[src/source/cache_pkg.sv]
package cache_pkg;

    // ------------------------------
    // Address split
    // ------------------------------
    // Tag 31:12, index 11:6, offset 5:0
    localparam int unsigned addr_w   = 32;
    localparam int unsigned offset_w = 6;
    localparam int unsigned index_w  = 6;
    localparam int unsigned tag_w    = addr_w - index_w - offset_w;

    // ------------------------------
    // Geometry
    // ------------------------------
    localparam int unsigned num_sets = 1 << index_w;
    localparam int unsigned num_ways = 4;

    // Tree bits per set: root, pair 0/1, pair 2/3
    localparam int unsigned plru_w = num_ways - 1;

    // ------------------------------
    // One-hot way selects
    // ------------------------------
    localparam logic [num_ways-1:0] way0 = 4'b0001;
    localparam logic [num_ways-1:0] way1 = 4'b0010;
    localparam logic [num_ways-1:0] way2 = 4'b0100;
    localparam logic [num_ways-1:0] way3 = 4'b1000;

endpackage

[src/source/lookup_ctrl.sv]
`timescale 1ns/1ps

module lookup_ctrl (
    input  logic                           clk,
    input  logic                           reset,
    // Queue side
    input  logic                           q_valid,
    input  logic [cache_pkg::addr_w-1:0]   q_addr,
    output logic                           q_pop,
    // Memory side
    output logic [cache_pkg::index_w-1:0]  rd_index,
    output logic [cache_pkg::index_w-1:0]  wr_index,
    output logic [cache_pkg::tag_w-1:0]    wr_tag,
    output logic [cache_pkg::tag_w-1:0]    lookup_tag,
    output logic [cache_pkg::num_ways-1:0] we,
    input  logic [cache_pkg::num_ways-1:0] hit,
    input  logic                           cache_hit,
    input  logic [cache_pkg::tag_w-1:0]    replace_tag,
    input  logic                           replace_vld,
    // Replacer side
    output logic [cache_pkg::index_w-1:0]  sel_index,
    input  logic [cache_pkg::num_ways-1:0] victim,
    output logic                           acc_valid,
    output logic [cache_pkg::index_w-1:0]  acc_index,
    output logic [cache_pkg::num_ways-1:0] acc_way,
    // Response
    output logic                           resp_valid,
    output logic                           resp_hit,
    output logic [cache_pkg::num_ways-1:0] resp_way,
    output logic [cache_pkg::tag_w-1:0]    resp_evict_tag,
    output logic                           resp_evict_valid
);
    import cache_pkg::*;

    typedef enum logic [1:0] {
        st_idle,
        st_read,
        st_compare
    } state_t;

    state_t            state;
    logic [addr_w-1:0] addr_q;
    logic [tag_w-1:0]  cur_tag;
    logic [index_w-1:0] cur_index;
    logic              in_compare;

    assign cur_tag    = addr_q[addr_w-1 -: tag_w];
    assign cur_index  = addr_q[offset_w +: index_w];
    assign in_compare = (state == st_compare);

    assign q_pop = (state == st_idle) && q_valid;

    // ------------------------------
    // Sequencer
    // ------------------------------
    always_ff @(posedge clk) begin
        if (reset) begin
            state <= st_idle;
        end else begin
            case (state)
                st_idle:    state <= q_valid ? st_read : st_idle;
                st_read:    state <= st_compare;
                st_compare: state <= st_idle;
                default:    state <= st_idle;
            endcase
        end
    end

    always_ff @(posedge clk) begin
        if (q_pop) begin
            addr_q <= q_addr;
        end
    end

    // Tag read and fill share the latched address
    assign rd_index   = cur_index;
    assign lookup_tag = cur_tag;
    assign wr_index   = cur_index;
    assign wr_tag     = cur_tag;
    assign we         = (in_compare && !cache_hit) ? victim : '0;

    assign sel_index = cur_index;
    assign acc_valid = in_compare;
    assign acc_index = cur_index;
    assign acc_way   = cache_hit ? hit : victim;

    // ------------------------------
    // Response
    // ------------------------------
    always_ff @(posedge clk) begin
        if (reset) begin
            resp_valid <= 1'b0;
        end else begin
            resp_valid <= in_compare;
        end
    end

    always_ff @(posedge clk) begin
        if (in_compare) begin
            resp_hit         <= cache_hit;
            resp_way         <= acc_way;
            resp_evict_tag   <= cache_hit ? '0 : replace_tag;
            resp_evict_valid <= cache_hit ? 1'b0 : replace_vld;
        end
    end

    // A miss fills exactly one way
    a_miss_fill_onehot : assert property (
        @(posedge clk) disable iff (reset)
        (in_compare && !cache_hit) |-> $onehot(we)
    ) else $error("lookup_ctrl: miss does not write exactly one way");

endmodule

[config.mk]
export PLATFORM = sky130hd
export DESIGN_NAME = lookup_ctrl
export DESIGN_NICKNAME = d
export VERILOG_FILES = /design/src/source/cache_pkg.sv /design/src/source/lookup_ctrl.sv
export SDC_FILE = /design/constraint.sdc
export NUM_CORES = 1
export LEC_CHECK = 0
export BUFFER_PORTS_ARGS = -buffer_cell sky130_fd_sc_hd__buf_2
export CAP_MARGIN = 5
export CORE_MARGIN = 10
export CORE_UTILIZATION = 36
export DETAILED_ROUTE_END_ITERATION = 6
export PLACE_DENSITY = 0.76
export SETUP_SLACK_MARGIN = 0.3
export SLEW_MARGIN = 20
export SYNTH_ARGS = -nofsm -noshare
export SYNTH_HDL_FRONTEND = slang
export SYNTH_SLANG_ARGS = --single-unit
[constraint.sdc]
create_clock -name clk -period 2.6 [get_ports clk]
set_input_delay 0.26 -clock clk [delete_from_list [all_inputs] [get_ports clk]]
set_output_delay 0.26 -clock clk [all_outputs]
set_load 0.1 [all_outputs]
# Yosys cells after proc, flatten, opt, wreduce, memory -nomap -nowiden
# Cells that the tools add are included.
# word_totals
reg_bits	61
latchBits	0
ramBits	0
romBits	0
output_inout_bits	101
mem_count	0
# classes
add_sub_neg	0
mul	0
div	0
n_lt_le_gt_ge	0
n_eq_ne	2
shift	0
n_mux	4
bitwise	0
reduce_logical	4
# ops
cell	count
4-bit 2-to-1 mux	2
2-bit case mux with 2 select lines	1
2-bit by 1-bit equality test with 1-bit output (second input constant)	1
2-bit equality test (second input constant)	1
1-bit logical AND	2
2-bit zero test	1
1-bit zero test	1
1-bit 2-to-1 mux	1

# Logic depth before layout (Yosys ltp)
# logic_depth
depth_word	3
mapped_depth	3

# Worst setup path after synthesis
# No wires, ideal clock.
# synth_timing
kind	reg-to-reg
start	register state[1]
end	register addr_q[10] (enable)
arrival_ns	4.433
slack_ns	-2.381
stages_incl_launch_ff	2
path_buffers	0
synth_period_minus_slack_ns	4.981
path_cell_list	dfxtp_1 -> nor3b_1
# synth_between
elab_chain_len	2
# synth_lines
element	line	text
from (decl)	lookup_ctrl.sv:41	state_t state;
from (signal assigned)	lookup_ctrl.sv:58	state <= st_idle;
from (signal assigned)	lookup_ctrl.sv:61	st_idle: state <= q_valid ? st_read : st_idle;
from (signal assigned)	lookup_ctrl.sv:62	st_read: state <= st_compare;
2-bit zero test	lookup_ctrl.sv:51	assign q_pop = (state == st_idle) && q_valid;
1-bit logical AND	lookup_ctrl.sv:51	
net q_pop	lookup_ctrl.sv:9	output logic q_pop,
to (signal assigned)	lookup_ctrl.sv:71	addr_q <= q_addr;
to (decl)	lookup_ctrl.sv:42	logic [addr_w-1:0] addr_q;
# The timed path passes the listed nets, and every way through them passes these cells.
# A chain may end at the register's enable or synchronous reset.

# Worst setup path in the final report
# layout_timing
start	register state[1]
end	output acc_valid
# layout_between
elab_chain_len	1
# layout_lines
element	line	text
2-bit equality test	lookup_ctrl.sv:49	assign in_compare = (state == st_compare);
to (decl)	lookup_ctrl.sv:23	output logic acc_valid,
# No other way between the ends.

==> impl_metrics.py <==
metrics = {
    "sta": {
        "fmax_mhz": 531,
        "rsz0062_at_grt": "no",
        "maxSlewHeadroom_pct": 62.5,
        "worstMarginPinSlew_ns": 0.562,
        "fin_crit_sh_pct": 72.4,
        "fin_crit_ns": 1.88,
        "finalHoldViolations": 0,
        "slew_viol_final": 0,
        "finalSetupViolCount": 0,
        "hold_slack_ns": 0.127,
        "fin_tns_setup_ns": 0,
        "skew_ns": 0.00509,
        "fin_ws_ns": 0.717,
    },
    "global_routing": {
        "antenna_found_initial": 0,
        "met3_usage_pct": 7.75,
        "grt_max_degree": 31,
        "met1_usage_pct": 11.9,
        "grt_use_met2_pct": 19.0,
        "grt_overflow_total": 0,
        "grt_usage_pct": 11.6,
        "grt_pass1_wl_um": 9000,
        "grt_pass1_vias": 1583,
        "busiest_layer": "met2",
    },
    "cts": {
        "path_clk_slew_ns": 0.10,
        "cts.htree.levels": 2,
        "cts_resized": 0,
        "cts_tree": "yes",
        "cts_buffers": 5,
        "clockBufferDepth": 2,
        "clock-sinks": 55,
        "postCtsSetupRepairBufs": 0,
        "cts_hold_buffers": 0,
        "clock_latency_ns": 0.30,
        "ctsRootBufferMaster": "clkbuf_8",
    },
    "synthesis": {
        "async_reset_ff_share_pct": 0,
        "ys_top_cells_by_area": "edfxtp_1, buf_4, nor2b_1, dfxtp_1, mux2_4",
        "yosys_warnings": 0,
        "synth_seq_area_share_pct": 73.3,
        "synth_fp_nets": 195,
        "synth.largest_area_cell": "edfxtp_1",
        "synth_top_area_share_pct": 70.5,
        "syn_inst": 130,
        "synth_cell_types": 10,
        "synthFlopType": "edfxtp_1",
        "ys_seq_elements": 55,
        "yosysMostFrequentCell": "edfxtp_1",
        "netlist_area_sq_um": 2210,
        "ys_top_cells_by_count": "edfxtp_1, buf_4, nor2b_1",
        "synth_edf_count": 52,
        "avgSynthCellArea_sq_um": 17.0,
    },
    "final_layout": {
        "area_delta_synth_final_pct": 31.6,
        "fillers": 545,
        "diodes": 0,
        "drive_gt1_share_pct": 69.0,
        "nets": 322,
        "finalNonFillerCells": 333,
    },
    "worst_setup_path": {
        "path_max_fanout": 9,
        "critPathSlowestCell": "dfxtp_1",
        "cp-start-kind": "register",
        "required_ns": 2.34,
        "path_cells": "nor2b_4 > buf_2",
        "reg2reg_slack_ns": 1.11,
        "critPathArrivalTime_ns": 1.62,
        "cp_slowest_stage_delay_ns": 0.52,
        "worstSetupPathType": "reg -> out",
        "end_kind": "primary output",
    },
    "route": {
        "avgRoutedWirePerCell_um": 17.7,
        "drt_iter0_markers": 30,
        "wl_um": 5910,
        "ant_nets": 0,
        "route.detailed.drc": 0,
        "drt-pass1-iter-count": 4,
        "viasPerCell": 4.33,
        "num_vias": 1442,
    },
    "power_and_ir_drop": {
        "pwr-share-clk_pct": 20.3,
        "seqPwrFrac_pct": 46.1,
        "power.switching_uw": 938,
        "p_leak_nw": 1.31,
        "comb_power_share_pct": 33.6,
        "power_density_nw_per_um2": 771,
        "switching_share_pct": 41.8,
        "peakVddDrop_uv": 394,
        "p_int_mw": 1.31,
    },
    "place": {
        "dpl.cell_count": 325,
        "place.port_buffers": 159,
        "dp_hpwl_um": 4960,
        "post-place-ws_ns": 0.913,
        "gp_congestion": 0.699,
    },
    "floorplanning": {
        "die_width_um": 98.4,
        "ioPinCount": 166,
        "core_area_sq_um": 5960,
        "num_rows": 28,
        "start_util_pct": 37.2,
        "die-area_sq_um": 9680,
        "fp.dieH_um": 98.4,
    },
    "job": {
        "maxCapViolations": 0,
    },
    "min_path": {
        "hold_class": "in -> reg",
    },
    "run_status": {
        "status": "finished clean",
    },
}
[registers in the layout (all words and copies together) (netlist names)]
name and flops:
resp_hit 1, resp_way 4, state 2, resp_valid 1, addr_q 26, resp_evict_valid 1, resp_evict_tag 20
[worst max-delay path, delay by kind of cell (launching register included)]
family	cells	cell delay, ns
simple gates	1	0.33
flops	1	0.52
buf+inv	1	0.47
[layer usage]
layer	wire length [um]	vias to the layer above
met4	53	0
met5	0	-
met2	2790	110
li1	-	674
met1	2130	652
met3	934	6
[area by class of cell]
type                    count  area, sq um  area share, %
flip-flops and latches     55         1620           55.7
clock buffers               5         68.8           2.36
repair buffers            161          811           27.8
well taps                  75         93.8           3.22
multi-input cells          34          298           10.2
clock inverters             3         20.0          0.687
[final timing paths]
check | from | to | depth (start not counted)
max | state[1]$_SDFF_PP0_ | acc_valid | 2
min | q_addr[14] | addr_q[14]$_DFFE_PP_ | 1
min reg2reg | state[1]$_SDFF_PP0_ | resp_valid$_SDFF_PP0_ | 1
max reg2reg | state[1]$_SDFF_PP0_ | resp_evict_tag[18]$_SDFFCE_PP0N_ | 2
[cell families (layout without fill, tap and decap cells)]
family,count (synthesis),in the layout,share of synthesized area [%]
flops,55,55,73.3
buf+inv,41,169,14.1
simple gates,30,30,9.89
mux,4,4,2.71
[per-stage QoR]
stage | utilization [%] | total power [mW] | instance area, sq um
2_1_floorplan | - | 1.74 | 2230
4_1_cts | 48.9 | 2.28 | 2910
3_5_place_dp | 47.4 | 1.82 | 2820
6_report | 48.9 | 2.25 | 2910
5_1_grt | 48.9 | 2.33 | 2910
3_3_place_gp | 47.4 | 1.81 | 2820
[power groups by stage]
stage | clock network [mW] | logic, mW | registers [mW]
CTS | 0.483 | 0.761 | 1.04
global placement | 0 | 0.756 | 1.05
floorplan | 0 | 0.422 | 1.31
global route | 0.516 | 0.776 | 1.04
finish | 0.455 | 0.755 | 1.04
detailed placement | 0 | 0.761 | 1.06
[cell usage in the layout, fill, tap and decap left out]
cell type,n
nor2b_4,1
mux2_4,4
nor3b_4,1
buf_2,159
clkinv_1,1
nor4b_1,1
dfxtp_1,3
nor3b_1,2
clkbuf_8,5
edfxtp_1,52
nor2b_1,21
clkinvlp_4,1
and4bb_2,4
clkinv_4,1
buf_4,2
No activity file was read; power rests on OpenSTA's default activity.
