<file path="config.mk">
export PLATFORM = sky130hd
export DESIGN_NAME = plru_replacer
export DESIGN_NICKNAME = d
export VERILOG_FILES = /design/src/source/cache_pkg.sv /design/src/source/plru_replacer.sv
export SDC_FILE = /design/constraint.sdc
export NUM_CORES = 1
export LEC_CHECK = 0
export BUFFER_PORTS_ARGS = -buffer_cell sky130_fd_sc_hd__buf_4
export CORE_AREA = 2 2 220 114
export CTS_CLUSTER_DIAMETER = 80
export DETAILED_ROUTE_END_ITERATION = 8
export DIE_AREA = 0 0 222 116
export GPL_TIMING_DRIVEN = 0
export PLACE_DENSITY_LB_ADDON = 0.05
export SLEW_MARGIN = 0
export SYNTH_ARGS = -nofsm -noshare
export SYNTH_HDL_FRONTEND = slang
export SYNTH_SLANG_ARGS = --single-unit
</file>
<file path="constraint.sdc">
create_clock -name clk -period 1.98 [get_ports clk]
set_input_delay 0.198 -clock clk [delete_from_list [all_inputs] [get_ports clk]]
set_output_delay 0.198 -clock clk [all_outputs]
set_load 0.01 [all_outputs]
</file>
<file path="src/source/cache_pkg.sv">
package cache_pkg;

    // ------------------------------
    // Address split
    // ------------------------------
    // Tag 31:12, index 11:6, offset 5:0
    localparam int unsigned addr_w   = 32;
    localparam int unsigned offset_w = 6;
    localparam int unsigned index_w  = 6;
    localparam int unsigned tag_w    = addr_w - index_w - offset_w;

    // ------------------------------
    // Geometry
    // ------------------------------
    localparam int unsigned num_sets = 1 << index_w;
    localparam int unsigned num_ways = 4;

    // Tree bits per set: root, pair 0/1, pair 2/3
    localparam int unsigned plru_w = num_ways - 1;

    // ------------------------------
    // One-hot way selects
    // ------------------------------
    localparam logic [num_ways-1:0] way0 = 4'b0001;
    localparam logic [num_ways-1:0] way1 = 4'b0010;
    localparam logic [num_ways-1:0] way2 = 4'b0100;
    localparam logic [num_ways-1:0] way3 = 4'b1000;

endpackage

</file>
<file path="src/source/plru_replacer.sv">
`timescale 1ns/1ps

module plru_replacer (
    input  logic                           clk,
    input  logic                           reset,
    input  logic [cache_pkg::index_w-1:0]  sel_index,
    output logic [cache_pkg::num_ways-1:0] victim,
    input  logic                           acc_valid,
    input  logic [cache_pkg::index_w-1:0]  acc_index,
    input  logic [cache_pkg::num_ways-1:0] acc_way
);
    import cache_pkg::*;

    logic [plru_w-1:0] tree_q [num_sets];
    logic [plru_w-1:0] sel_tree;
    logic [plru_w-1:0] acc_tree;
    logic [plru_w-1:0] acc_next;

    // ------------------------------
    // Victim select
    // ------------------------------
    assign sel_tree = tree_q[sel_index];

    always_comb begin
        if (!sel_tree[0]) begin
            victim = sel_tree[1] ? way1 : way0;
        end else begin
            victim = sel_tree[2] ? way3 : way2;
        end
    end

    // ------------------------------
    // Update on access
    // ------------------------------
    assign acc_tree = tree_q[acc_index];

    // Point the tree away from the way just used
    always_comb begin
        acc_next = acc_tree;
        case (acc_way)
            way0: acc_next = {acc_tree[2], 1'b1, 1'b1};
            way1: acc_next = {acc_tree[2], 1'b0, 1'b1};
            way2: acc_next = {1'b1, acc_tree[1], 1'b0};
            way3: acc_next = {1'b0, acc_tree[1], 1'b0};
            default: acc_next = acc_tree;
        endcase
    end

    always_ff @(posedge clk) begin
        if (reset) begin
            for (int s = 0; s < num_sets; s++) begin
                tree_q[s] <= '0;
            end
        end else if (acc_valid) begin
            tree_q[acc_index] <= acc_next;
        end
    end

    a_acc_onehot : assert property (
        @(posedge clk) disable iff (reset)
        acc_valid |-> $onehot(acc_way)
    ) else $error("plru_replacer: access way is not one-hot");

endmodule

</file>
# After elaboration in Yosys (flattened, before gate mapping)
# Memories as Yosys holds them, arrays and structs flattened.
# Cells that the tools add are included.
# word_totals
regBits	0
ramBits	192
in_bits	19
out_inout_bits	4
elab_cells	28
memories	1
# memory_table
name	depth	width	rd	rd_ports_with_merged_regs	write_ports	line	source
tree_q	64	3	1	0	64	plru_replacer.sv:14	logic [plru_w-1:0] tree_q [num_sets];
# op_classes
eq_ne	11
mux	12
reduce_logical	4
# op_table
op	count
inequality test 4 bit (second input constant)	3
case mux 3 bit (4 select lines)	1
two-way mux 4 bit	2
AND reduction 4 bit	2
two-way mux 3 bit	2
two-way mux 6 bit	1
two-way mux 1 bit	5
equality test 4 x 1 -> 1 bit (second input constant)	1
equality test 4 x 2 -> 1 bit (second input constant)	1
equality test 4 x 3 -> 1 bit (second input constant)	1
equality test 4 bit (second input constant)	1
inequality test 1 bit (second input constant)	4
OR reduction 3 bit	1
two-way mux 2 bit	1
AND reduction 2 bit	1

# Longest topological paths before layout
# Gate-level depths: netlist of the first run.
# depth
depth_word	6
depth_mapped	8
ltp_nobuf	5

# Worst setup path before layout of the first run
# Ideal clock, no wire load.
# synth_timing
kind	input port to output port
startpoint	input sel_index[0] (netlist name)
endpoint	output victim[2] (netlist name)
arrival_ns	1.932
required_ns	1.782
path_slack_ns	-0.150
stages	7
n_path_buf	2
path_cell_list	buf_6 -> buf_12 -> mux4_2 -> a22oi_2 -> a21boi_1 -> or4_1 -> a21oi_1
# synth_via
elab_chain_len	3
# synth_rtl
element	line	source
start: declaration	plru_replacer.sv:6	input logic [cache_pkg::index_w-1:0] sel_index,
memory read (64 x 3 bit) *	-	
two-way mux 4 bit	plru_replacer.sv:28	victim = sel_tree[2] ? way3 : way2;
two-way mux 4 bit *	plru_replacer.sv:25	if (!sel_tree[0]) begin
end: declaration	plru_replacer.sv:7	output logic [cache_pkg::num_ways-1:0] victim,
# Every way passes the cells marked *; elsewhere a longest branch is shown, timed or not.

# Worst setup path in the final report of the first run
# layout_timing
startpoint	memory tree_q[55][2] (netlist name)
endpoint	output victim[3] (netlist name)
# layout_via
elab_chain_len	3
# layout_rtl
element	line
start: declaration	plru_replacer.sv:14
memory read (64 x 3 bit)	-
two-way mux 4 bit	plru_replacer.sv:28
two-way mux 4 bit	plru_replacer.sv:25
# No other way between the ends.

==> results of run 1 <==
[power breakdown]
part,switching (uW),internal (uW),total [uW]
sequential,63.1,4660,4730
combinational,696,456,1150
clock,1520,1810,3330
[synth_stat cells, types with 2 or more instances]
| library cell | number | area share, % |
|---|---|---|
| clkbuf_1 | 77 | 2.8 |
| a22oi_2 | 2 | 0.24 |
| nor2_1 | 199 | 7.2 |
| a21o_1 | 128 | 9.3 |
| nor2b_1 | 12 | 0.72 |
| o21bai_1 | 64 | 4.6 |
| a21boi_1 | 2 | 0.14 |
| edfxtp_1 | 192 | 56 |
| nand2b_1 | 5 | 0.30 |
| o32ai_1 | 2 | 0.17 |
| a2111oi_0 | 2 | 0.17 |
| nor3_1 | 5 | 0.24 |
| nand2_1 | 37 | 1.3 |
| buf_1 | 4 | 0.14 |
| mux4_1 | 8 | 2.0 |
| and2_1 | 7 | 0.42 |
| a22oi_1 | 10 | 0.72 |
| xor2_1 | 3 | 0.25 |
| o211ai_1 | 2 | 0.14 |
| and3_1 | 4 | 0.24 |
| mux2i_1 | 7 | 0.68 |
| mux4_2 | 41 | 8.9 |
| nand3_1 | 2 | 0.097 |
| nor3b_1 | 5 | 0.36 |
| o21ai_0 | 2 | 0.097 |
| and3b_1 | 2 | 0.17 |
| buf_2 | 14 | 0.68 |
| a211oi_2 | 2 | 0.24 |
| a211oi_1 | 3 | 0.22 |
| inv_1 | 6 | 0.22 |
| a21oi_1 | 3 | 0.14 |
| o22ai_1 | 3 | 0.18 |
| buf_6 | 3 | 0.33 |
[critical path, delay by kind of cell (launching register included)]
family	cells	cell delay, ns
multiplexers	1	0.52
AND/OR/NAND/NOR	1	0.58
buffers and inverters	1	0.15
AO/OA/AOI/OAI	3	0.42
flip-flops	1	0.38
[logic make-up (layout without fill, tap and decap cells)]
| family | after synthesis | count (layout) |
|---|---|---|
| muxes | 56 | 56 |
| and+or+nand+nor | 282 | 282 |
| DFF | 192 | 192 |
| xor gates and xnor gates | 3 | 3 |
| AOI/OAI and AO/OA | 228 | 228 |
| buffers and inverters | 107 | 153 |
[what timing repair did]
item / CTS / global route
endpoints found under the setup margin: 162 / 210
buffers inserted: 4 / 1
pin swaps: 7 / 5
gates resized for setup: 21 / 48
hold endpoints to repair: 0 / 0
[metrics by stage]
stage          instance area [um^2]  TNS (ns)
3_5_place_dp                  10900   -183.66
2_1_floorplan                 10400    -0.272
5_1_grt                       11600     -3.13
4_1_cts                       11600     -2.63
6_report                      11600     -2.60
3_3_place_gp                  10900   -157.98
[area by class of cell]
class	count	share of cell area, %
flip-flops and latches	192	49.6
plain buffers	96	4.22
multi-input cells	569	36.3
clock buffers	19	3.73
repair buffers	22	1.70
well taps	315	3.39
inverters	6	0.194
clock inverters	10	0.840
[metal layers]
layer	part of all wire [%]	wire, um	up-vias
met5	0	0	-
met4	1.7	611	0
met3	14	5200	53
met2	40	14700	527
met1	44	16400	4036
li1	-	-	3238
[final timing paths]
check | startpoint | endpoint | slack (ns)
max | tree_q[55][2] | victim[3] | -0.72
min | acc_index[3] | tree_q[63][1] | 0.33
==> run summary, run 1 <==
The run finished, with violations left. The checks that failed: negative setup slack. Leaving out fill and tap cells, the most frequent cell in the layout is nor2_1. After Yosys synthesis, full adders, half adders and majority gates account for 0% of the synthesized area.

In this run, distinct cell masters in the synthesized netlist total 43. Cells fill 49.1% of the core in the end. For the met1 track utilization from global routing, the log shows 42.9%. The worst setup path is launched from a flip-flop.

The area of the die is 0.0258 mm^2. By area, the combinational part of the netlist is dominated by compound AO/OA/AOI/OAI gates. The wire length per cell came out at 30.1 um. Flip-flop count of the largest register, all copies and words added: 192. The analysis attributes to cell leakage a power of 0.00421 uW. The post-synthesis share of cell area spent on and, or, nand and nor gates was 11.4%; the total chip power was 9210 uW. Max-slew violation total from the final report: 0. The first detailed-routing pass ran for 5 iterations. The final non-filler cell total came out at 1,229. The placeable core region was 0.0237 mm^2.

The area growth from synthesis to final layout was 12.1%. Setup repair after global routing could not meet its margin everywhere. The first routing iteration left 1,095 violations.

Initial core utilization: 43.8%. The classification of the worst-slack hold path is input port to flip-flop. Number of levels in the clock H-tree: 4. The initial antenna violation count is 0.

The run gives 30.5% as the worst max-slew margin expressed relative to the limit. The number of nets in the synthesized netlist was 887. For the arrival time at the worst endpoint, the log shows 2.50 ns. At the pin with the least slew margin, the transition time is 1.04 ns.

Of the total synthesized cell area, the portion taken by XOR and XNOR cells is 0.254%. The signal on the critical path passes through mux4_2, a22oi_2, a21boi_2, or4_4, a21boi_1, buf_4. Buffers inserted to repair hold after CTS numbered 0. TritonCTS built the clock tree. The number of vias per cell after detailed routing works out to 6.39. Before CTS, the worst setup slack after placement is -0.879 ns.

The HPWL after detailed placement is 27.3 mm. The category of the worst setup path capture point was a primary output. The ratio of cells with drive above 1 in the final layout is 16.6%. The peak ir drop on the vdd network came out at 401 uV. The minimum clock period after layout is 2.70 ns, and the post-detailed-route count of antenna-violating nets is 0. Sequential elements use 55.7% of the synthesized area.

The count of placed standard cells including taps came out at 1,200. met1 is the most crowded layer. The die span in y was 116 um; the post-synthesis compound-gate area fraction was 16.6%. During I/O placement, the number of pins put on the boundary was 23. Summed over all layers, the global routing overflow is 0. The number of enable-type register cells in the synthesized netlist was 192. Worst setup slack after layout: -0.716 ns. Among all stages on the critical path, the largest delay is contributed by or4_4. The logs give 0 for the number of max-cap violations and 53.0 mm for the wire length of the first global-routing pass. Across all layers, the routed design uses 7,854 vias.

The minimum hold slack is 0.328 ns. The highest net fanout along the worst path works out to 2. The most used flip-flop cell after synthesis is edfxtp_1.

In this run the power density over the cells is 793 mW/mm^2. The layout has 2,185 filler cells. The cell sitting at the root of the clock tree is a clkbuf_16. Mean post-synth cell area: 11.9 um^2. The tools report the maximum number of pins on one net before global-route repair as 17. In the global route stage, overall resource usage came out at 29.7%. The largest registers in the layout are tree_q (192). The met3 global-route usage is 12.2%, and the setup violation total in the final timing report is 4. The number of instances on the worst hold path is 3. Of the available clock period, the critical path in the final layout requires 136%. The final layout contains routed wiring with a total length of 36.9 mm. The initialized floorplan defines 40 standard-cell rows. Path type of the worst setup path: flip-flop to primary output.

In the final design database the tool counted 923 nets. The required time of the critical path is 1.78 ns, and the fraction of registers with async set or reset after synthesis is 0%. Based on the critical path, the design can be clocked at up to 371 MHz. During synthesis, Yosys emitted a total of 0 warnings. The via count of the first global-routing pass was 7,783; the number of buffer cells added on primary ports was 17. The synthesized netlist occupies a cell area of 0.0104 mm^2. The critical path's largest stage delay works out to 0.58 ns. Synthesis handed over a netlist of 868 instances. The DRC violations left is 0. The die span in x is 222 um, and the met2 global-route usage is 41.0%.

The post-synthesis register bit count is 192, and the number of antenna diodes is 0. The count of endpoints failing hold in the final timing report is 0, and the number of clock sinks seen by CTS is 192. The logs give 0.875 for the global placer's final weighted congestion and 0.00421 mm^2 for the area used by multi-input combinational logic.

The register with the most flip-flops in the final layout is tree_q. Area taken by flip-flops and latches: 0.00577 mm^2. Total CTS buffers: 17.

In this run the deepest clock path goes through 2 buffers. The top cell types in the final layout, fill and taps aside, are nor2_1, edfxtp_1, a21o_1, o21bai_1, clkbuf_1. After clock tree synthesis, the clock-pin slew on the worst setup and hold paths is 0.07 ns.

The multiplexer area fraction after synthesis is 11.6%.
No activity file was read; power rests on OpenSTA's default activity.
==> inputs of run 2 (changes only) <==
Settings changed: ABC_AREA set to 1, CORE_AREA 2 2 220 114 to 2 2 223 115, DIE_AREA 0 0 222 116 to 0 0 225 117.
==> run 2 against run 1 <==
  * The run still ends with negative setup slack left
  * Non-clock buffer count up 16
  * Via count is 30% higher
  * Clock-buffer cell count rose by 2
  * Power rose by 5.2%
  * Worst setup slack improved by 0.65 ns
  * Core utilization is 2.1 points higher
  * Final area increased by 8.3%
  * Maximum frequency up 32%
  * Die area rose by 2.2%
  * Sequential power barely moved
  * Hold slack worse by 0.22 ns
==> run summary, run 2 <==
The flow ran to the end, but the final reports show violations. The checks that failed: negative setup slack. The clock tree synthesis step divided the H-tree into 4 levels. The die is 117 um tall. Of the available clock period, the critical path in the final layout requires 104%. The tools report the initial antenna violation count as 0.

STA puts the critical path data required time at 1.78 ns. The ratio of cells with drive above 1 in the final layout is 14.8%, and the area growth from synthesis to final layout is 18.9%. Across the whole layout, storage elements account for 0.00577 mm^2. Yosys attributes the largest share of cell area to edfxtp_1, nand2_1, nand3_1. For the maximum number of pins on one net before global-route repair, the log shows 17. The global placer's final weighted congestion came out at 0.955. The number of antenna diodes was 0; the minimum clock period after layout was 2.05 ns. The number of filler instances in the final layout is 2,411. The most used flip-flop cell after synthesis is edfxtp_1. For this run, design rule violations remaining after detail routing come to 0. The classification of the worst-slack hold path was input port to flip-flop. Counting every sink on the clock net gives 192. The power density of the placed cells works out to 771 mW/mm^2. Highest net fanout along the worst path: 10. For the count of routing violations after the opening detailed-route iteration, the log shows 1,648. The most numerous cell in the Yosys netlist is nand2_1.

Global routing finished with a remaining overflow of 0. The mean post-synth cell area works out to 7.93 um^2. The final layout contains routed wiring with a total length of 46.4 mm. The number of enable-type register cells in the synthesized netlist works out to 192. The logs give 8,962 for the via count of the first global-routing pass and 64.0 mm for the wire length of the first global-routing pass. Cell type contributing the most total cell area after synthesis: edfxtp_1.

The clock tree buffer depth was 2; the number of buffer cells added on primary ports was 20. Synthesis instantiated 23 different standard cells from the library. The worst-margin pin slew is 1.13 ns. The sequential-to-total area share from yosys stat was 54.5%; the wire length per cell was 26.9 um. TritonCTS built the clock tree.

The largest registers in the layout are tree_q (192). The register with the most flip-flops in the layout has 192 of them. Dividing the detail-routed via count by the number of cells gives 5.93. Before CTS, the worst setup slack after placement is -1.13 ns.

The total global-route track usage is 36.2%, and the final non-filler cell total is 1,726. The worst setup path is captured at a primary output. Total of warnings raised by yosys: 0. The run gives 0.00444 mm^2 as the area used by multi-input combinational logic. The commonest cells after synthesis are nand2_1, nand3_1, edfxtp_1.

After routing, the total negative slack on setup checks comes to -0.253 ns. For this run, asynchronously set or reset flops after synthesis account for 0%. With fillers left out, the area of the finished cells amounts to 0.0126 mm^2. The cell count after synthesis came out at 1,333. 23 I/O pins were placed.

Timing would allow up to 488 MHz. Measured against its own limit, the worst slew margin works out to 25.0%. Clock-pin slew was measured on the worst setup and hold paths at 0.07 ns. The core region is 0.0246 mm^2.

By startpoint and endpoint, the worst setup path is classified as input port to primary output. The standard-cell row count was 41. The floorplan step defined a die boundary enclosing 0.0263 mm^2. The number of optimization iterations in the first detailed-route pass came out at 7.

The worst setup path is launched from an input port. The leakage power was 0.00540 uW; the arrival time at the worst endpoint was 1.85 ns. Along the worst hold path, the cell count comes to 2.

For this configuration, the core starts out at a cell density of 43.0%. The count of placed standard cells including taps came out at 1,676. The post-DP HPWL is 32.2 mm, and the summed instance area of the synthesized netlist is 0.0106 mm^2. More flip-flops sit in one register than any other, and that register is tree_q. The tools report the total vias in the final route as 10,200. After detailed placement, the total cell area comes to 0.0111 mm^2. Setup repair after global routing could not meet its margin everywhere. The worst setup slack after layout is -0.0696 ns, and the max-slew violation total from the final report is 0. The run gives 0 as the count of endpoints failing hold in the final timing report. The library cells used most frequently in the layout, excluding fill and tap cells, are nand2_1, edfxtp_1, nand3_1, nor2_1, inv_1. The share of the synthesized area in the top cell type is 54.5%, and the number of max-cap violations is 0. Buffers inserted during clock tree synthesis total 17. The library cell used most frequently in the layout, excluding fill and tap cells, is nand2_1. The number of nets in the layout came out at 1,412. VDD sags by at most 462 uV. Post-detailed-route count of antenna-violating nets: 0. Total power for the finished layout comes to 9690 uW. Number of nets in the synthesized netlist: 1,352. Setup violations remaining at the end of the flow were counted as 4. Synthesis inferred 192 register bits.

The die is 225 um wide. The number of hold buffers added after CTS was 0. The root buffer cell chosen for the clock tree is clkbuf_16.
==> run 2: worst max-delay path, stage by stage <==
cell and delay (ns):
buf_4 0.14, inv_1 0.10, clkbuf_2 0.45, nand3_1 0.21, nand3_2 0.12, nand2_2 0.07
nand2_1 0.06, nand3_1 0.09, nand3_1 0.11, nand2_2 0.07, nor2_1 0.10, buf_4 0.12
==> run 2: routing by layer <==
metal | GRT usage, % | wire (um)
met3 | 16.1 | 7760
met4 | 10.6 | 1260
met5 | 0 | 0
met1 | 52.3 | 19800
met2 | 48.3 | 17600
==> run 2: path summary, 6_finish.rpt <==
path | slack [ns] | from | end
worst max-delay path | -0.07 | sel_index[1] | victim[0]
worst min-delay path | 0.11 | reset | tree_q[10][0]
==> run 2: power by group <==
| part | internal (uW) | switching [uW] |
|---|---|---|
| registers | 4660 | 74.8 |
| logic | 384 | 993 |
| clock network | 1950 | 1620 |
| total | 7000 | 2690 |
==> run 2: logic make-up (layout without fill, tap and decap cells) <==
group | count (synthesis) | count (layout) | share of synthesized area (%)
flops | 192 | 192 | 54.5
compound gates | 56 | 56 | 2.69
buf+inv | 195 | 266 | 7.12
simple gates | 890 | 890 | 35.7
==> run 2: timing repair <==
item                                    in CTS  in global routing
endpoints found under the setup margin     317                187
pin swaps                                   28                 21
endpoints found under the hold margin        0                  0
resized for setup                          152                 58
setup buffers                                3                 18
==> run 2: cell type report <==
cell class / instances / share of cell area (%)
Sequential cell: 192 / 45.9
Multi-Input combinational cell: 946 / 35.3
Buffer: 92 / 5.00
Clock buffer: 21 / 3.50
Tap cell: 322 / 3.20
Timing Repair Buffer: 42 / 3.10
Inverter: 102 / 3.10
Clock inverter: 9 / 0.935
==> run 2: metrics by stage <==
step	hold slack, ns	utilization (%)
2_1_floorplan	0.401	-
3_3_place_gp	0.565	45.3
3_5_place_dp	0.566	45.3
4_1_cts	0.0856	49.6
5_1_grt	0.0935	51.2
6_report	0.107	51.2
