===== config.mk =====
export PLATFORM = sky130hd
export DESIGN_NAME = lookup_queue
export DESIGN_NICKNAME = d
export VERILOG_FILES = /design/src/source/cache_pkg.sv /design/src/source/lookup_queue.sv
export SDC_FILE = /design/constraint.sdc
export NUM_CORES = 1
export LEC_CHECK = 0
export ABC_AREA = 1
export BUFFER_PORTS_ARGS = -buffer_cell sky130_fd_sc_hd__buf_2
export CAP_MARGIN = 20
export CORE_UTILIZATION = 51
export CTS_BUF_LIST = sky130_fd_sc_hd__clkbuf_16
export CTS_CLUSTER_SIZE = 20
export DETAILED_ROUTE_END_ITERATION = 10
export GPL_TIMING_DRIVEN = 0
export PLACE_DENSITY = 0.75
export SYNTH_ARGS = -nofsm -noshare
export SYNTH_HDL_FRONTEND = slang
export SYNTH_SLANG_ARGS = --single-unit

===== constraint.sdc =====
create_clock -name clk -period 1.7 [get_ports clk]
set_clock_uncertainty 0.15 [all_clocks]
set_input_delay 0.085 -clock clk [delete_from_list [all_inputs] [get_ports clk]]
set_output_delay 0.085 -clock clk [all_outputs]
set_load 0.01 [all_outputs]

===== src/source/cache_pkg.sv =====
package cache_pkg;

    // ------------------------------
    // Address split
    // ------------------------------
    // Tag 31:12, index 11:6, offset 5:0
    localparam int unsigned addr_w   = 32;
    localparam int unsigned offset_w = 6;
    localparam int unsigned index_w  = 6;
    localparam int unsigned tag_w    = addr_w - index_w - offset_w;

    // ------------------------------
    // Geometry
    // ------------------------------
    localparam int unsigned num_sets = 1 << index_w;
    localparam int unsigned num_ways = 4;

    // Tree bits per set: root, pair 0/1, pair 2/3
    localparam int unsigned plru_w = num_ways - 1;

    // ------------------------------
    // One-hot way selects
    // ------------------------------
    localparam logic [num_ways-1:0] way0 = 4'b0001;
    localparam logic [num_ways-1:0] way1 = 4'b0010;
    localparam logic [num_ways-1:0] way2 = 4'b0100;
    localparam logic [num_ways-1:0] way3 = 4'b1000;

endpackage


===== src/source/lookup_queue.sv =====
`timescale 1ns/1ps

module lookup_queue #(
    parameter int unsigned queue_depth = 4
) (
    input  logic                         clk,
    input  logic                         reset,
    input  logic                         req_valid,
    input  logic [cache_pkg::addr_w-1:0] req_addr,
    output logic                         q_valid,
    output logic [cache_pkg::addr_w-1:0] q_addr,
    input  logic                         q_pop,
    output logic                         credit_return
);
    import cache_pkg::*;

    localparam int unsigned ptr_w = (queue_depth > 1) ? $clog2(queue_depth) : 1;
    localparam int unsigned cnt_w = $clog2(queue_depth + 1);

    logic [addr_w-1:0] mem [queue_depth];
    logic [ptr_w-1:0]  wr_ptr;
    logic [ptr_w-1:0]  rd_ptr;
    logic [cnt_w-1:0]  count;

    assign q_valid = (count != '0);
    assign q_addr  = mem[rd_ptr];

    // Entry storage
    always_ff @(posedge clk) begin
        if (req_valid) begin
            mem[wr_ptr] <= req_addr;
        end
    end

    // ------------------------------
    // Pointers and occupancy
    // ------------------------------
    always_ff @(posedge clk) begin
        if (reset) begin
            wr_ptr <= '0;
            rd_ptr <= '0;
            count  <= '0;
        end else begin
            if (req_valid) begin
                wr_ptr <= (wr_ptr == ptr_w'(queue_depth - 1)) ? '0 : wr_ptr + 1'b1;
            end
            if (q_pop) begin
                rd_ptr <= (rd_ptr == ptr_w'(queue_depth - 1)) ? '0 : rd_ptr + 1'b1;
            end
            case ({req_valid, q_pop})
                2'b10:   count <= count + 1'b1;
                2'b01:   count <= count - 1'b1;
                default: count <= count;
            endcase
        end
    end

    // One credit back per freed entry
    always_ff @(posedge clk) begin
        if (reset) begin
            credit_return <= 1'b0;
        end else begin
            credit_return <= q_pop;
        end
    end

    // Credit discipline of the requester keeps the queue from overflowing
    a_no_overflow : assert property (
        @(posedge clk) disable iff (reset)
        req_valid |-> (count != cnt_w'(queue_depth))
    ) else $error("lookup_queue: push into full queue");

    a_no_underflow : assert property (
        @(posedge clk) disable iff (reset)
        q_pop |-> (count != '0)
    ) else $error("lookup_queue: pop from empty queue");

endmodule


### Yosys cells after proc, flatten, opt, wreduce, memory -nomap -nowiden

Memory sizes are Yosys's and may differ from the RTL's. A register that Yosys moved wholly into a read port is not among the register bits.
Cells that the tools add are included.

| word-level totals | value |
|---|---|
| bits of input ports | 36 |
| memories | 1 |
| memory bits (writable) | 128 |
| flip-flop bits (word level) | 8 |
| logic and storage cells | 22 |
| output and inout bits | 34 |

| operators by class | value |
|---|---|
| multiplexer cells | 7 |
| $add $sub $neg | 4 |
| reductions and logical operators | 2 |
| equality and inequality tests | 4 |

Memories:

| memory | depth | width | read ports | clocked after Yosys merged registers in | wr ports | line | RTL |
|---|---|---|---|---|---|---|---|
| mem | 4 | 32 | 1 | 1 | 1 | lookup_queue.sv:20 | `logic [addr_w-1:0] mem [queue_depth];` |

Operators with widths:

| kind | number |
|---|---|
| 2-bit two-way mux | 4 |
| 2-bit equality test (second input constant) | 3 |
| 3-bit case mux with 2 select lines | 1 |
| 2-bit by 1-bit adder with 2-bit output (second input constant) | 2 |
| 3-bit by 1-bit adder with 3-bit output (second input constant) | 1 |
| 3-bit nonzero test | 1 |
| 3-bit by 1-bit subtractor with 3-bit output (second input constant) | 1 |
| 2-bit by 1-bit equality test with 1-bit output (second input constant) | 1 |
| 1-bit two-way mux | 2 |
| 2-bit nonzero test | 1 |

### Longest topological paths before layout

Gate-level depths: netlist of the first run.

| logic depth | value |
|---|---|
| depth after elaboration | 4 |
| gate-level depth with buffers | 8 |
| mapped depth without buffers | 8 |

### Worst setup path before layout of the first run

No wires, ideal clock.

| timing | value |
|---|---|
| path type | flip-flop to flip-flop |
| from | register wr_ptr[0] |
| to | memory mem[2][0], enable pin |
| library setup time | 0.387 ns |
| arrival | 1.213 ns |
| required time | 1.163 ns |
| setup slack | -0.049 ns |
| stages on the path, launching flop included | 5 |
| path buffers | 0 |
| period minus slack after synthesis | 1.749 ns |
| path through | dfxtp_1 -> inv_1 -> ha_1 -> nand2_1 -> inv_1 |

RTL lines:

| element | line | RTL |
|---|---|---|
| start, declared | lookup_queue.sv:21 | `logic [ptr_w-1:0] wr_ptr;` |
| start signal, assigned | lookup_queue.sv:45 | `wr_ptr <= (wr_ptr == ptr_w'(queue_depth - 1)) ? '0 : wr_ptr + 1'b1;` |
| end, declared | lookup_queue.sv:20 |  |

No word-level cell before the write port.

==> results.cfg, run 1 <==
[sta]
fmax_mhz = 541
setup_slack_ps = -148
hold_violations = 0
post-route-min-period_ps = 1850
rsz0062_at_grt = true
post-route-period-util = 1.09
finalSetupViolations = 32
slew_violations = 0
tightest_slew_ps = 272
fin_setup_tns_ps = -3040
relSlewSlack = 0.816

[route]
vias_per_cell = 5.66
wl_per_cell_um = 20.5
first_iter_violations = 275
post-route-drc-count = 0
routed_wl_um = 13800
num_vias = 3790
drt_first_pass_iters = 5
antenna_left = 0

[clock_tree]
cts_sinks = 138
cts_tree = yes
clockBufferDepth = 2
cts_buffers = 17
clock_latency_ps = 410
clk_root_buffer_cell = clkbuf_16
cts_max_level = 4
path_clk_slew_ps = 60

[critical_path]
regToRegStartpoint = wr_ptr[0]
critPathMaxFanout = 7
cp_data_arrival_time_ps = 1610
reg2reg_depth = 5
required_ps = 1460
crit_path_start_kind = register
r2r-end = mem[2][9]
worst_setup_path_end_kind = output pin
critical_path_class = reg -> out
r2r_setup_slack_ps = 130

[synth]
synth_top_area_cell = edfxtp_1
syn_nets = 414
synth_cell_types = 20
yosysSeqAreaShare = 0.769
ys_ff_latch = 138
yosys.area.top_type_share = 0.731
syn_avg_cell_area_um2 = 14.2
synthCells = 371
ys_warn_count = 0
synth_area_leaders = edfxtp_1, nor2_1, dfxtp_1, o21ai_0, o22ai_1
synth_area_mm2 = 0.00526

[cells_and_area]
final_net_count = 567
mostFrequentLayoutCell = edfxtp_1
syn_to_final_growth_pct = 40.5
drive_gt1_frac = 0.354
layout_common_cells = edfxtp_1, nor2_1, buf_2, dlygate4sd3_1
fin_util = 0.749

[placement]
dp_hpwl_um = 6240
dp_slack_ps = -437
port_buffers = 69
gp_congestion = 0.717

[global_route]
grt_pass1_vias = 3673
antenna_found_initial = 0
grt.total_usage = 0.252
grt_pass1_wl_um = 19700
grt_overflow_total = 0
grt_max_degree = 17

[run_status]
status = finished, violations left
violations = setup timing

[worst_hold_path]
min_from = req_valid
min_path_cells = 4
hold_path_class = in -> reg
whs_endpoint = wr_ptr[0]

[floorplanning]
die_h_um = 104
start_util = 0.533
die_area_mm2 = 0.0107
rows = 36
die_w_um = 104
io_pins = 70
coreArea_mm2 = 0.00986

[pwr]
power_leakage_nw = 2.76
peakVddDrop_v = 0.000866
p_per_area_mw_per_mm2 = 1170

[flow_run]
maxCapViolations = 0
## flip-flops by register name, summed over array words and instances (netlist names), named ones only
name	count
mem	128
count	3
rd_ptr	2
wr_ptr	2
credit_return	1
## how the worst max path moves through the flow
stage	to	slack [ps]
final	q_addr[3]	-150
after global routing	q_addr[3]	-190
after CTS	q_addr[26]	-110
after detailed placement	mem[0][19]	-440
after global placement	mem[0][19]	-400
after floorplan	mem[0][0]	7
## metal layers
layer  track usage  vias to the layer above  share of wire
li1              -                     1688              -
met1         0.306                     1832           0.38
met2         0.416                      233           0.50
met3        0.0705                       37          0.087
met4         0.125                        0          0.032
met5             0                        -              0
## critical path, stage by stage (launching register included)
cell and delay, ps:
dfxtp_4 380, buf_12 180, inv_16 70, buf_12 130, nor2_1 170, o22ai_2 120, buf_2 140
## logic make-up after synthesis
family / synth area share
flip-flops: 0.769
AO/OA/AOI/OAI: 0.106
XOR/XNOR: 0.00167
adder cells (fa/ha/maj): 0.0181
AND/OR/NAND/NOR: 0.0635
buffers and inverters: 0.0421
## layout make-up
type | count | area (um^2)
antenna | 1 | 2.50
buffer | 19 | 255
clock buffer | 17 | 425
clock inverter | 14 | 135
fill | 562 | 2480
inverter | 15 | 87.6
multi-input combinational | 199 | 1180
sequential | 138 | 4050
tap | 133 | 166
timing repair buffer | 129 | 1050
timing repair inverter | 5 | 41.3
## where the power goes
part / leakage [nW] / total [W] / switching [W] / internal (W)
registers: 1.26 / 0.00396 / 0.0000670 / 0.00389
clock network: 0.285 / 0.00350 / 0.00137 / 0.00213
logic: 1.22 / 0.00116 / 0.000640 / 0.000515
total: 2.76 / 0.00861 / 0.00207 / 0.00654
## synth_stat cells
cell type  count
xnor2_1        1
o21ai_1       28
dfxtp_1       10
inv_8          1
nor2_1        75
buf_4          3
o21ai_0       40
fa_1           1
nand4_1        1
inv_1         13
o22ai_1       32
a21oi_1        3
inv_2          1
buf_2          6
nand2_1       11
ha_1           6
clkbuf_1       1
buf_6          9
nor3_1         1
edfxtp_1     128
## through the flow
stage	power (W)	instance area, um^2	hold slack (ps)	instances
after CTS	0.00844	7050	195	663
after global routing	0.00888	7390	155	669
after global placement	0.00478	5790	146	573
after floorplan	0.00447	5270	7.38	371
after detailed placement	0.00482	5790	155	573
final	0.00861	7390	133	670
## what timing repair did
| item | CTS | global route |
|---|---|---|
| pin swaps | 7 | 17 |
| gates cloned | 6 | 5 |
| hold buffers | 36 | 0 |
| resized for setup | 33 | 65 |
| endpoints found under the hold margin | 138 | 0 |
| endpoints found under the setup margin | 161 | 86 |
| buffers inserted | 17 | 1 |
(Power assumes the default switching activity.)
==> run 2, diff against run 1 <==
- CELL_PAD_IN_SITES_DETAIL_PLACEMENT: unset -> 1
- CELL_PAD_IN_SITES_GLOBAL_PLACEMENT: unset -> 1
- CORE_UTILIZATION: 51 -> 42
- CTS_CLUSTER_SIZE: 20 -> 30
- PLACE_DENSITY: 0.75 -> unset
- PLACE_DENSITY_LB_ADDON: unset -> 0.1
==> run 2 against run 1 <==
  * The run still ends with setup timing left
  * Power grew 0.46%
  * Sequential cell count is the same
  * Worst setup slack gained 43 ps
  * Global-route usage shrank 2.9 points
  * Combinational power shrank 3%
  * Hold slack lost 26 ps
  * Sequential share of layout area grew 0.38 points
  * Count of clock-buffer cells in the layout is the same
  * Routed wire length shrank 0.13%
==> results.cfg, run 2 (synthesized netlist as in run 1, its figures left out) <==
[route]
post-route-drc-count = 0
routed_wl_um = 13700
vias_per_cell = 5.04
wl_per_cell_um = 19.6
num_vias = 3535
antenna_left = 0
drt_first_pass_iters = 6
first_iter_violations = 239

[critical_path]
critPathMaxFanout = 10
crit_path_start_kind = register
critical_path_class = reg -> out
cp_data_arrival_time_ps = 1570
worst_setup_path_end_kind = output pin
reg2reg_depth = 5
required_ps = 1460

[global_route]
grt_pass1_vias = 3707
grt_pass1_wl_um = 20400
grt.total_usage = 0.223
grt_max_degree = 18
grt_overflow_total = 0
antenna_found_initial = 0

[pwr]
pwr-share-seq = 0.457
pwr-share-clk = 0.414
power_leakage_nw = 2.72
peakVddDrop_v = 0.000732
p_sw_w = 0.00201
p_comb_frac = 0.129
p_sw_frac = 0.233
power.internal_w = 0.00664
p_per_area_mw_per_mm2 = 1180

[cells_and_area]
final_net_count = 564
fin_util = 0.605
mostFrequentLayoutCell = edfxtp_1
diodes = 0
reg_top3 = mem x128, count x3
largest_reg_flops = 128
layout_common_cells = edfxtp_1, buf_2, nor2_1, dlygate4sd3_1, o21ai_1
regMostFlops = mem
drive_gt1_frac = 0.330
syn_to_final_growth_pct = 39.4

[placement]
gp_congestion = 0.695
port_buffers = 69
dp_hpwl_um = 6910

[sta]
finalSetupViolations = 32
hold_violations = 0
fmax_mhz = 554
whs_ps = 107
setup_slack_ps = -104
slew_violations = 0
post-route-min-period_ps = 1800
post-route-period-util = 1.06
tightest_slew_ps = 246
relSlewSlack = 0.836
rsz0062_at_grt = true

[floorplanning]
die_area_mm2 = 0.0130
start_util = 0.434
rows = 40
io_pins = 70
die_w_um = 114
coreArea_mm2 = 0.0121
die_h_um = 114

[run_status]
status = finished, violations left
violations = setup timing

[clock_tree]
clock_latency_ps = 420
clk_root_buffer_cell = clkbuf_16
cts_max_level = 4
cts_sinks = 138
cts_tree = yes
clockBufferDepth = 2
path_clk_slew_ps = 60
cts_buffers = 17

[worst_hold_path]
min_path_cells = 4
hold_path_class = in -> reg

[flow_run]
maxCapViolations = 0
==> run 2: repair_timing <==
item	4_1_cts	5_1_grt
pin swaps	11	6
hold buffers	36	0
hold endpoints to repair	138	0
endpoints found under the setup margin	161	66
resized for setup	62	21
buffers inserted	17	0
gates cloned	7	2
==> run 2: worst max-delay path, cell delays in order, from the launching register on <==
cell and delay (ps):
dfxtp_2 350, buf_12 150, inv_6 60, buf_12 150
o21ai_2 150, o22ai_2 120, buf_2 160
==> run 2: final timing paths <==
kind | slack, ps | end | from
max reg2reg | 80 | mem[0][25] | wr_ptr[0]
min reg2reg | 380 | count[2] | count[2]
max | -100 | q_addr[13] | register
min | 110 | wr_ptr[0] | req_valid
==> run 2: through the flow <==
stage	area, um^2	std cells	total power, W	setup WS, ps	setup TNS (ps)
5_1_grt	7330	701	0.00893	-155	-3540
2_1_floorplan	5270	371	0.00447	7.39	0
3_5_place_dp	5830	608	0.00485	-510	-56690
4_1_cts	7210	699	0.00865	-127	-2350
3_3_place_gp	5830	608	0.00481	-472	-53560
6_report	7330	701	0.00865	-104	-1720
==> run 2: metal layers <==
metal  up-vias  GRT usage  wire length [um]
li1       1670          -                 -
met1      1766      0.258              5760
met2        78      0.397              7200
met3        21     0.0484               499
met4         0      0.106               272
met5         -          0                 0
==> run 2: final cells by class <==
cell class                      count  area, um^2
Fill cell                        1221        4780
Sequential cell                   138        4050
Multi-Input combinational cell    199        1130
Timing Repair Buffer              126        1030
Clock buffer                       17         425
Buffer                             19         238
Tap cell                          168         210
Clock inverter                     14         140
Inverter                           15        78.8
Timing Repair inverter              5        38.8
==> run 2: power groups by stage <==
stage	clock network [W]	registers, W	logic (W)
floorplan	0	0.00400	0.000469
global placement	0	0.00401	0.000799
detailed placement	0	0.00402	0.000827
CTS	0.00362	0.00395	0.00107
global route	0.00376	0.00397	0.00121
finish	0.00358	0.00395	0.00112
==> run 3, diff against run 2 <==
- CORE_MARGIN: unset -> 2
- CORE_UTILIZATION: 42 -> 47
- clock period: 1.7 -> 1.9 ns (I/O delays scaled with it)
==> run 3 against run 2 <==
  * The run now ends clean
  * Count of clock-buffer cells in the layout unchanged
  * Non-clock buffer count down 18
  * Hold slack better by 180 ps
  * Sequential power down 10%
  * Power down 14%
  * Global-route usage up 1.1 points
  * Largest power group unchanged
  * Highest routed layer unchanged
==> results.cfg, run 3 (synthesized netlist as in run 1, its figures left out) <==
[run_status]
status = finished, final reports clean

[cells_and_area]
regMostFlops = mem
layout_common_cells = edfxtp_1, nor2_1, buf_2, o21ai_0, dlygate4sd3_1
diodes = 0
drive_gt1_frac = 0.256
mostFrequentLayoutCell = edfxtp_1
largest_reg_flops = 128
final_net_count = 541
syn_to_final_growth_pct = 29.2
fin_cells = 651
reg_top3 = mem x128, count x3

[critical_path]
critPathMaxStageDelay_ps = 340
crit_top_cell = buf_6
critical_path_class = reg -> out
cp_data_arrival_time_ps = 1580
critPathMaxFanout = 10
path_buf_inv = 4
path_cells = buf_6 -> inv_8 -> buf_6 -> nor2_1 -> o22ai_1 -> buf_2
worst_setup_path_end_kind = output pin
required_ps = 1650
path_delay_family = buffers and inverters
cpMaxStageDelayCell = dfxtp_2
crit_path_start_kind = register

[route]
antenna_left = 0
first_iter_violations = 180
routed_wl_um = 13200
vias_per_cell = 5.35
wl_per_cell_um = 20.3
drt_first_pass_iters = 4
num_vias = 3485
post-route-drc-count = 0

[pwr]
pwr-share-seq = 0.475
power.internal_w = 0.00561
power_leakage_nw = 2.51
total_power_w = 0.00745
p_sw_w = 0.00183
p_per_area_mw_per_mm2 = 1100
p_comb_frac = 0.112
p_sw_frac = 0.246
pwr-share-clk = 0.413
peakVddDrop_v = 0.000624

[clock_tree]
cts_sinks = 138
clk_root_buffer_cell = clkbuf_16
cts_max_level = 4
clock_latency_ps = 410
path_clk_slew_ps = 60
cts_buffers = 17
clockBufferDepth = 2
cts_tree = yes

[sta]
rsz0062_at_grt = true
post-route-period-util = 0.962
finalSetupViolations = 0
fin_setup_tns_ps = 0
tightest_slew_ps = 518
hold_violations = 0
fmax_mhz = 547
setup_slack_ps = 71.7
slew_violations = 0
post-route-min-period_ps = 1830
relSlewSlack = 0.655

[placement]
port_buffers = 69
gp_congestion = 0.691
dp_slack_ps = -56.3
dpl.cell_count = 581
dp_hpwl_um = 7330

[floorplanning]
die_area_mm2 = 0.0121
start_util = 0.483
die_h_um = 110
die_w_um = 110
io_pins = 70
coreArea_mm2 = 0.0109
rows = 38

[global_route]
antenna_found_initial = 0
grt_overflow_total = 0
grt_max_degree = 34
grt_pass1_wl_um = 20100
grt.total_usage = 0.235
grt_pass1_vias = 3861

[flow_run]
maxCapViolations = 0

[worst_hold_path]
hold_path_class = in -> reg
## run 3: path summary, 6_finish.rpt
path	cells after the start	from	end	slack, ps
setup / recovery	6	register	q_addr[3]	70
hold / removal	2	req_addr[8]	mem[3][8]	280
setup reg to reg	4	wr_ptr[0]	mem[0][2]	270
hold reg to reg	2	rd_ptr[0]	register	360
## run 3: per-layer routing
layer / part of all wire / track usage / wire, um
met1: 0.40 / 0.255 / 5320
met2: 0.55 / 0.445 / 7320
met3: 0.029 / 0.0486 / 390
met4: 0.015 / 0.0886 / 192
met5: 0 / 0 / 0
## run 3: final cells by class
type	count	area (um^2)
tap	140	175
timing repair buffer	108	761
multi-input combinational	199	1010
fill	1077	4100
buffer	19	169
sequential	138	4050
clock buffer	17	425
inverter	15	75.1
clock inverter	15	129
## run 3: what timing repair did
action	CTS	global route
endpoints found under the setup margin	29	118
buffers inserted	1	0
resized for setup	6	12
gates cloned	0	1
hold buffers	36	0
hold endpoints to repair	138	0
## run 3: per-stage QoR
| stage | util | hold WS, ps | instance area (um^2) |
|---|---|---|---|
| floorplan | - | 17.4 | 5260 |
| global placement | 0.531 | 159 | 5780 |
| detailed placement | 0.533 | 161 | 5810 |
| CTS | 0.621 | 269 | 6760 |
| global route | 0.624 | 288 | 6790 |
| finish | 0.624 | 285 | 6790 |
## run 3: power by group through the flow
stage / Sequential (W) / Combinational, W / Clock [W]
after floorplan: 0.00358 / 0.000415 / 0
after global placement: 0.00359 / 0.000703 / 0
after detailed placement: 0.00360 / 0.000745 / 0
after CTS: 0.00354 / 0.000827 / 0.00312
after global routing: 0.00355 / 0.000919 / 0.00324
final: 0.00354 / 0.000832 / 0.00308
